===== config.mk =====
export PLATFORM = sky130hd
export DESIGN_NAME = rv_core_top
export DESIGN_NICKNAME = d
export VERILOG_FILES = /design/src/hw/rv_pkg.sv /design/src/hw/rv_fetch.sv /design/src/hw/rv_decode.sv /design/src/hw/rv_execute.sv /design/src/hw/rv_writeback.sv /design/src/hw/rv_core_top.sv
export VERILOG_INCLUDE_DIRS = /design/src /design/src/hw
export SDC_FILE = /design/constraint.sdc
export NUM_CORES = 1
export LEC_CHECK = 0
export ABC_AREA = 0
export BUFFER_PORTS_ARGS = -buffer_cell sky130_fd_sc_hd__buf_2
export CAP_MARGIN = 10
export CORE_UTILIZATION = 50
export CTS_BUF_LIST = sky130_fd_sc_hd__clkbuf_2
export CTS_CLUSTER_DIAMETER = 30
export DETAILED_ROUTE_END_ITERATION = 16
export HOLD_SLACK_MARGIN = 0.12
export PLACE_DENSITY = 0.77
export SLEW_MARGIN = 20
export SYNTH_ARGS = -nofsm -noshare
export SYNTH_HDL_FRONTEND = slang
export SYNTH_SLANG_ARGS = --single-unit
export TNS_END_PERCENT = 5

===== constraint.sdc =====
create_clock -name clk -period 8.9 [get_ports clk]
set_input_delay 2.225 -clock clk [delete_from_list [all_inputs] [get_ports clk]]
set_output_delay 2.225 -clock clk [all_outputs]
set_load 0.01 [all_outputs]

===== src/hw/rv_core_config.svh =====
`ifndef RV_CORE_CONFIG_SVH
`define RV_CORE_CONFIG_SVH

// data path and address width
`define RV_XLEN 32

// architectural integer registers
`define RV_NUM_REGS 32

// index width for the register file
`define RV_REG_AW 5

// first fetch address after reset
`define RV_RESET_PC 32'h8000_0000

`endif


===== src/hw/rv_pkg.sv =====
`include "rv_core_config.svh"

package rv_pkg;

  // one machine word
  typedef logic [`RV_XLEN-1:0] word_t;

  // register file index
  typedef logic [`RV_REG_AW-1:0] reg_addr_t;

  // major opcodes the core executes
  typedef enum logic [6:0] {
    OPC_OP_IMM = 7'b001_0011,
    OPC_LUI    = 7'b011_0111,
    OPC_AUIPC  = 7'b001_0111,
    OPC_JAL    = 7'b110_1111,
    OPC_JALR   = 7'b110_0111,
    OPC_SYSTEM = 7'b111_0011
  } opcode_e;

  // funct3 of the register-immediate group
  // 001 and 101 are the shifts, left out
  typedef enum logic [2:0] {
    FN_ADDI  = 3'b000,
    FN_SLTI  = 3'b010,
    FN_SLTIU = 3'b011,
    FN_XORI  = 3'b100,
    FN_ORI   = 3'b110,
    FN_ANDI  = 3'b111
  } imm_fn_e;

  // four-phase fetch sequencer
  typedef enum logic [1:0] {
    FS_IDLE    = 2'd0,
    FS_REQ     = 2'd1,
    FS_RELEASE = 2'd2,
    FS_ISSUE   = 2'd3
  } fetch_state_e;

  // why the core stopped
  typedef enum logic [1:0] {
    HALT_NONE    = 2'd0,
    HALT_EBREAK  = 2'd1,
    HALT_ILLEGAL = 2'd2
  } halt_cause_e;

endpackage


===== src/hw/rv_fetch.sv =====
module rv_fetch (
  input  logic          clk,
  input  logic          reset,
  input  logic          halted,
  input  rv_pkg::word_t pc,
  output logic          fetch_req,
  output rv_pkg::word_t fetch_addr,
  input  logic          fetch_ack,
  input  rv_pkg::word_t fetch_data,
  output rv_pkg::word_t inst,
  output logic          inst_valid
);
  import rv_pkg::*;

  fetch_state_e state;
  word_t        addr_q;
  word_t        inst_q;

  // sequencer
  // idle -> req until ack -> release until ack low -> issue one cycle
  always_ff @(posedge clk) begin
    if (reset) begin
      state <= FS_IDLE;
    end else begin
      case (state)
        FS_IDLE: begin
          // no new request once the core stopped
          if (!halted) begin
            state <= FS_REQ;
          end
        end
        FS_REQ: begin
          if (fetch_ack) begin
            state <= FS_RELEASE;
          end
        end
        FS_RELEASE: begin
          // wait for the responder to drop ack
          if (!fetch_ack) begin
            state <= FS_ISSUE;
          end
        end
        default: begin
          state <= FS_IDLE;
        end
      endcase
    end
  end

  // address captured from pc as the request opens
  // data captured while ack is high
  always_ff @(posedge clk) begin
    if (state == FS_IDLE && !halted) begin
      addr_q <= pc;
    end
    if (state == FS_REQ && fetch_ack) begin
      inst_q <= fetch_data;
    end
  end

  assign fetch_req  = (state == FS_REQ);
  assign fetch_addr = addr_q;
  assign inst       = inst_q;
  assign inst_valid = (state == FS_ISSUE);

  // request is held until the responder answers
  a_req_held: assert property (@(posedge clk) disable iff (reset)
    (fetch_req && !fetch_ack) |=> fetch_req)
    else $error("fetch_req dropped before fetch_ack");

  // one issue per handshake
  a_issue_single: assert property (@(posedge clk) disable iff (reset)
    inst_valid |=> !inst_valid)
    else $error("inst_valid high on consecutive cycles");

endmodule


===== src/hw/rv_decode.sv =====
`include "rv_core_config.svh"

module rv_decode (
  input  rv_pkg::word_t     inst,
  output rv_pkg::opcode_e   opcode,
  output rv_pkg::imm_fn_e   funct3,
  output rv_pkg::reg_addr_t rd,
  output rv_pkg::reg_addr_t rs1,
  output rv_pkg::word_t     imm,
  output logic              illegal
);
  import rv_pkg::*;

  localparam word_t EBREAK_INST = 32'h0010_0073;

  word_t imm_i;
  word_t imm_u;
  word_t imm_j;

  // field slices
  // enum casts keep unknown codes visible to the legality check
  assign opcode = opcode_e'(inst[6:0]);
  assign funct3 = imm_fn_e'(inst[14:12]);
  assign rd     = inst[11:7];
  assign rs1    = inst[19:15];

  // I type, sign extended
  assign imm_i = {{(`RV_XLEN-12){inst[31]}}, inst[31:20]};

  // U type, already in the upper 20 bits
  assign imm_u = {inst[31:12], 12'h000};

  // J type, scrambled offset with implied bit 0
  assign imm_j = {{(`RV_XLEN-20){inst[31]}}, inst[19:12], inst[20], inst[30:21], 1'b0};

  // immediate per format
  always_comb begin
    case (opcode)
      OPC_OP_IMM, OPC_JALR: imm = imm_i;
      OPC_LUI, OPC_AUIPC:   imm = imm_u;
      OPC_JAL:              imm = imm_j;
      default:              imm = '0;
    endcase
  end

  // legality
  always_comb begin
    case (opcode)
      OPC_OP_IMM: begin
        // shifts count as unknown
        case (funct3)
          FN_ADDI, FN_SLTI, FN_SLTIU, FN_XORI, FN_ORI, FN_ANDI: illegal = 1'b0;
          default: illegal = 1'b1;
        endcase
      end
      OPC_LUI, OPC_AUIPC, OPC_JAL: begin
        illegal = 1'b0;
      end
      OPC_JALR: begin
        // jalr only defines funct3 000
        illegal = (inst[14:12] != 3'b000);
      end
      OPC_SYSTEM: begin
        // ebreak only, exact encoding
        illegal = (inst != EBREAK_INST);
      end
      default: begin
        illegal = 1'b1;
      end
    endcase
  end

endmodule


===== src/hw/rv_execute.sv =====
module rv_execute (
  input  rv_pkg::opcode_e opcode,
  input  rv_pkg::imm_fn_e funct3,
  input  rv_pkg::word_t   pc,
  input  rv_pkg::word_t   rs1_data,
  input  rv_pkg::word_t   imm,
  output rv_pkg::word_t   result,
  output rv_pkg::word_t   next_pc,
  output logic            reg_wen
);
  import rv_pkg::*;

  word_t seq_pc;
  word_t rs1_sum;
  word_t alu_out;
  logic  lt_signed;
  logic  lt_unsigned;

  // fall-through address, also the link value
  assign seq_pc = pc + word_t'(4);

  // shared by addi and jalr
  assign rs1_sum = rs1_data + imm;

  // compares produce 0 or 1
  assign lt_signed   = ($signed(rs1_data) < $signed(imm));
  assign lt_unsigned = (rs1_data < imm);

  // immediate group ALU
  always_comb begin
    case (funct3)
      FN_ADDI:  alu_out = rs1_sum;
      FN_SLTI:  alu_out = word_t'(lt_signed);
      FN_SLTIU: alu_out = word_t'(lt_unsigned);
      FN_XORI:  alu_out = rs1_data ^ imm;
      FN_ORI:   alu_out = rs1_data | imm;
      FN_ANDI:  alu_out = rs1_data & imm;
      default:  alu_out = '0;
    endcase
  end

  // value written to rd
  always_comb begin
    case (opcode)
      OPC_OP_IMM:        result = alu_out;
      OPC_LUI:           result = imm;
      OPC_AUIPC:         result = pc + imm;
      OPC_JAL, OPC_JALR: result = seq_pc;
      default:           result = '0;
    endcase
  end

  // next pc
  // jalr target has bit 0 forced low
  always_comb begin
    case (opcode)
      OPC_JAL:  next_pc = pc + imm;
      OPC_JALR: next_pc = {rs1_sum[$bits(word_t)-1:1], 1'b0};
      default:  next_pc = seq_pc;
    endcase
  end

  // system writes nothing, neither do unknown opcodes
  always_comb begin
    case (opcode)
      OPC_OP_IMM, OPC_LUI, OPC_AUIPC, OPC_JAL, OPC_JALR: reg_wen = 1'b1;
      default: reg_wen = 1'b0;
    endcase
  end

endmodule


===== src/hw/rv_writeback.sv =====
`include "rv_core_config.svh"

module rv_writeback (
  input  logic                clk,
  input  logic                reset,
  input  logic                inst_valid,
  input  logic                illegal,
  input  rv_pkg::opcode_e     opcode,
  input  rv_pkg::reg_addr_t   rd,
  input  rv_pkg::reg_addr_t   rs1,
  input  rv_pkg::word_t       result,
  input  rv_pkg::word_t       next_pc,
  input  logic                reg_wen,
  output rv_pkg::word_t       pc,
  output rv_pkg::word_t       rs1_data,
  output logic                retire_valid,
  output logic                retire_wen,
  output rv_pkg::word_t       retire_pc,
  output rv_pkg::word_t       retire_data,
  output rv_pkg::reg_addr_t   retire_rd,
  output logic                halted,
  output rv_pkg::halt_cause_e halt_cause
);
  import rv_pkg::*;

  word_t regs [`RV_NUM_REGS];
  logic  stop;
  logic  do_write;

  // halting instruction, illegal or ebreak
  assign stop = illegal || (opcode == OPC_SYSTEM);

  // no write on halt or to x0
  assign do_write = reg_wen && !stop && (rd != '0);

  // x0 always reads zero
  assign rs1_data = (rs1 == '0) ? '0 : regs[rs1];

  // register file
  always_ff @(posedge clk) begin
    if (inst_valid && do_write) begin
      regs[rd] <= result;
    end
  end

  // pc, halt and retire control
  always_ff @(posedge clk) begin
    if (reset) begin
      pc           <= `RV_RESET_PC;
      retire_valid <= 1'b0;
      retire_wen   <= 1'b0;
      halted       <= 1'b0;
      halt_cause   <= HALT_NONE;
    end else begin
      // one-cycle trace pulse per commit
      retire_valid <= inst_valid;
      if (inst_valid) begin
        retire_wen <= do_write;
        // a halting instruction leaves pc in place
        if (!stop) begin
          pc <= next_pc;
        end
        if (illegal) begin
          halted     <= 1'b1;
          halt_cause <= HALT_ILLEGAL;
        end else if (opcode == OPC_SYSTEM) begin
          halted     <= 1'b1;
          halt_cause <= HALT_EBREAK;
        end
      end
    end
  end

  // trace payload
  always_ff @(posedge clk) begin
    if (inst_valid) begin
      retire_pc   <= pc;
      retire_rd   <= rd;
      retire_data <= result;
    end
  end

  // fetch must stay quiet after a halt
  a_no_issue_halted: assert property (@(posedge clk) disable iff (reset)
    halted |-> !inst_valid)
    else $error("instruction issued while halted");

endmodule


===== src/hw/rv_core_top.sv =====
module rv_core_top (
  input  logic                clk,
  input  logic                reset,
  output logic                fetch_req,
  output rv_pkg::word_t       fetch_addr,
  input  logic                fetch_ack,
  input  rv_pkg::word_t       fetch_data,
  output logic                retire_valid,
  output logic                retire_wen,
  output rv_pkg::word_t       retire_pc,
  output rv_pkg::word_t       retire_data,
  output rv_pkg::reg_addr_t   retire_rd,
  output logic                halted,
  output rv_pkg::halt_cause_e halt_cause
);
  import rv_pkg::*;

  // fetch to decode
  word_t     inst;
  logic      inst_valid;

  // decoded fields
  opcode_e   opcode;
  imm_fn_e   funct3;
  reg_addr_t rd;
  reg_addr_t rs1;
  word_t     imm;
  logic      illegal;

  // execute results
  word_t     result;
  word_t     next_pc;
  logic      reg_wen;

  // architectural state
  word_t     pc;
  word_t     rs1_data;

  rv_fetch u_fetch (
    .clk        (clk),
    .reset      (reset),
    .halted     (halted),
    .pc         (pc),
    .fetch_req  (fetch_req),
    .fetch_addr (fetch_addr),
    .fetch_ack  (fetch_ack),
    .fetch_data (fetch_data),
    .inst       (inst),
    .inst_valid (inst_valid)
  );

  rv_decode u_decode (
    .inst    (inst),
    .opcode  (opcode),
    .funct3  (funct3),
    .rd      (rd),
    .rs1     (rs1),
    .imm     (imm),
    .illegal (illegal)
  );

  rv_execute u_execute (
    .opcode   (opcode),
    .funct3   (funct3),
    .pc       (pc),
    .rs1_data (rs1_data),
    .imm      (imm),
    .result   (result),
    .next_pc  (next_pc),
    .reg_wen  (reg_wen)
  );

  rv_writeback u_writeback (
    .clk          (clk),
    .reset        (reset),
    .inst_valid   (inst_valid),
    .illegal      (illegal),
    .opcode       (opcode),
    .rd           (rd),
    .rs1          (rs1),
    .result       (result),
    .next_pc      (next_pc),
    .reg_wen      (reg_wen),
    .pc           (pc),
    .rs1_data     (rs1_data),
    .retire_valid (retire_valid),
    .retire_wen   (retire_wen),
    .retire_pc    (retire_pc),
    .retire_data  (retire_data),
    .retire_rd    (retire_rd),
    .halted       (halted),
    .halt_cause   (halt_cause)
  );

endmodule


==> run_results.csv <==
group,metric,value,unit
outcome,status,"completed",
grt,grt_pass1_wl,210200,um
grt,overflow,0,
floorplanning,dieArea,106400,um^2
worst_setup_path,cp.arrival,7580,ps
synth,async_flop_share,0,%
place,place_area,55650,um^2
clock_tree,cts.sinks,1201,
worst_setup_path,crit_buf_inv,2,
timing,slew_violations,0,
clock_tree,ctsHoldBuffers,0,
floorplanning,core,103800,um^2
synth,netlist-cell-type-count,85,
worst_setup_path,crit_fanout,52,
timing,fin_crit,6550,ps
timing,maxSlewHeadroom,22.00,%
synth,ys_seq_elements,1201,
routing,first_iter_violations,4212,
floorplanning,die_h,326.1,um
synth,yosysTopAreaCell,"edfxtp_1",
place,portBuffers,141,
worst_setup_path,r2r_slack,2350,ps
worst_setup_path,crit_type,"flop to flop",
finish,syn2layout_area_growth,11.24,%
worst_setup_path,rr_worst_depth,17,
grt,grt_max_degree,76,
pwr,p_per_area,210.7,nW/um^2
synth,yosysMostFrequentCell,"edfxtp_1",
routing,wl,145800,um
routing,drt_first_pass_iters,5,
floorplanning,rows,118,
worst_setup_path,cp-start-kind,"flop",
routing,postRouteAntennaNets,0,
grt,antenna_found_initial,7,
floorplanning,ios,142,
clock_tree,clock_latency,1600,ps
finish,finalInstanceArea,58430,um^2
worst_setup_path,path_depth,17,
synth,synth_edf_count,1157,
pwr,p_leak,0.01847,uW
clock_tree,clkTransAtPathRegs,90,ps
finish,drive_gt1_share,30.10,%
timing,setup_violations,0,
floorplanning,start_util,50.61,%
worst_setup_path,slowest_stage,"a211oi_1",
hold_path,hold_path.class,"flop to flop",
synth,yosys-top-cells-count,"edfxtp_1 (1157), mux4_2 (310), nand2_1 (232)",
floorplanning,die-width,326.1,um
routing,wl_per_cell,28.45,um
clock_tree,numCtsBuffers,303,
clock_tree,ctsResizeCount,0,
timing,tightest_slew,1170,ps
job,maxCapViolations,0,
worst_setup_path,cp.required,9930,ps
timing,hold_ws,474.7,ps
clock_tree,cts_tree,"done",
routing,via_per_inst,6.195,
clock_tree,root_buffer,"clkbuf_2",
synth,synth_top_flop_cell,"edfxtp_1",
synth,netlist_instances,3124,
timing,skew,245.6,ps
clock_tree,clock_path_buffers,4,
grt,grt_pass1_vias,31380,
finish,fill_cells,7888,
worst_setup_path,cpLargestDelayFamily,"compound AO/OA/AOI/OAI gates",
clock_tree,htreeDepth,5,
timing,setup_tns,0,ps
synth,ys_seq_area_share,67.82,%
pwr,total_power,12310,uW
place,place_congestion,0.9849,
worst_setup_path,worstPathCellList,"buf_12, buf_4, mux4_2, mux4_2, nand2_1, nand2_1, nand2_1, ha_1, nand3_1, nor2_1, nand2_1, o22ai_2, a21oi_1, o21ai_0, xor2_1, a211oi_1, o21ai_4",
timing,rsz0062_at_grt,"no",
worst_setup_path,max_stage_delay,860,ps
synth,synthTopCellsByArea,"edfxtp_1 (66%), mux4_2 (13%), ha_1 (3.0%), dfxtp_1 (1.7%), nand2_1 (1.7%)",
synth,yosys_warnings,0,
synth,synth_area,52530,um^2
pwr,ir_worst_vdd,126.4,uV
worst_setup_path,crit_top_cell,"nand2_1",
worst_setup_path,reg2reg_to,"u_writeback.regs[1][29]",
worst_setup_path,crit_end,"u_writeback.regs[1][29]",
synth,synth_top_area_share,66.14,%
synth,syn_area_per_cell,16.82,um^2
routing,dr_total_vias,31740,
grt,grt_use_total,27.46,%
place,place_hpwl,90590,um
timing,finalHoldViolCount,0,
clock_tree,cts_setup_buffers,0,
worst_setup_path,critPathCaptureType,"flop",
finish,fin_nets,3700,
timing,period_share,73.60,%
routing,drc,0,
timing,timing.fmax,152.7,MHz
hold_path,hold_path_depth,2,
[kinds of logic after synthesis]
| logic type | Yosys count | share of synthesized area, % |
|---|---|---|
| and+or+nand+nor | 586 | 5.133 |
| adders and majority gates | 130 | 3.125 |
| other | 1 | 0.007139 |
| buffers and inverters | 273 | 2.022 |
| AOI/OAI and AO/OA | 499 | 6.436 |
| DFF | 1201 | 67.82 |
| muxes | 347 | 14.01 |
| xor gates and xnor gates | 87 | 1.451 |
[final cells by class]
class	count	area, um^2	share of cell area [%]
sequential	1201	35640	60.99
tap	1380	1727	2.955
antenna	7	17.52	0.02998
clock inverter	80	588.1	1.006
multi-input combinational	1681	16390	28.05
timing repair buffer	243	1541	2.638
clock buffer	427	2137	3.657
inverter	105	394.1	0.6745
[worst min path at each step]
stage,end,startpoint,slack [ps]
2_1_floorplan,u_fetch.state[0],u_fetch.state[0],470
6_report,u_writeback.retire_wen,u_writeback.retire_wen,470
3_3_place_gp,u_writeback.halt_cause[1],u_writeback.halt_cause[1],450
4_1_cts,u_writeback.retire_wen,u_writeback.retire_wen,480
3_5_place_dp,u_writeback.retire_wen,u_writeback.retire_wen,460
5_1_grt,u_writeback.retire_wen,u_writeback.retire_wen,510
[layout by cell type, fill, tap and decap left out, drive strengths merged, types with 9 or more instances in the layout]
master / n
o211ai: 14
and2: 25
nand3: 47
o221ai: 29
a221o: 11
a221oi: 18
nand2: 232
o21a: 10
o21ai: 93
a22oi: 30
nor3: 29
and3: 18
a211oi: 16
nand4: 13
xor2: 37
nor4: 9
clkbuf: 427
mux2i: 31
a21oi: 141
mux4: 310
buf: 243
nor2: 147
clkinv: 65
ha: 128
nor2b: 16
edfxtp: 1157
a21o: 33
o221a: 9
dfxtp: 44
conb: 32
xnor2: 50
o22ai: 23
bufinv: 10
a31oi: 12
o21bai: 9
inv: 109
[worst min-delay path, cell delays in order, from the launching register on]
cell	delay, ps
dfxtp_1	320
nand2b_1	60
a21oi_1	60
[through the flow]
step / setup slack, ps / std cells / utilization [%]
3_3_place_gp: 2285 / 4609 / 53.60
4_1_cts: 2084 / 5116 / 56.24
2_1_floorplan: 2344 / 3155 / -
3_5_place_dp: 2190 / 4609 / 53.62
6_report: 2350 / 5124 / 56.30
5_1_grt: 2091 / 5123 / 56.30
[registers in the layout (all words and copies together), names as in the netlist, named ones only]
| register | cells |
|---|---|
| u_writeback.retire_pc | 32 |
| u_writeback.regs | 1024 |
| u_fetch.state | 2 |
| u_writeback.retire_wen | 1 |
| u_writeback.retire_data | 32 |
| u_writeback.halt_cause | 2 |
| u_writeback.pc | 32 |
| u_writeback.retire_rd | 5 |
| u_fetch.inst | 32 |
| u_writeback.halted | 1 |
| u_fetch.fetch_addr | 32 |
| u_writeback.retire_valid | 1 |
[where the power goes]
group,internal (uW),leakage [uW],switching [uW]
Combinational,829,0.00718,1340
Sequential,6290,0.00921,150
Clock,1570,0.00208,2130
[layer usage]
metal	wire [um]	GRT usage, %
met5	27	0
met4	5631	12.03
met3	15250	5.828
met2	71050	44.53
met1	53830	35.90
(Power assumes the default switching activity.)
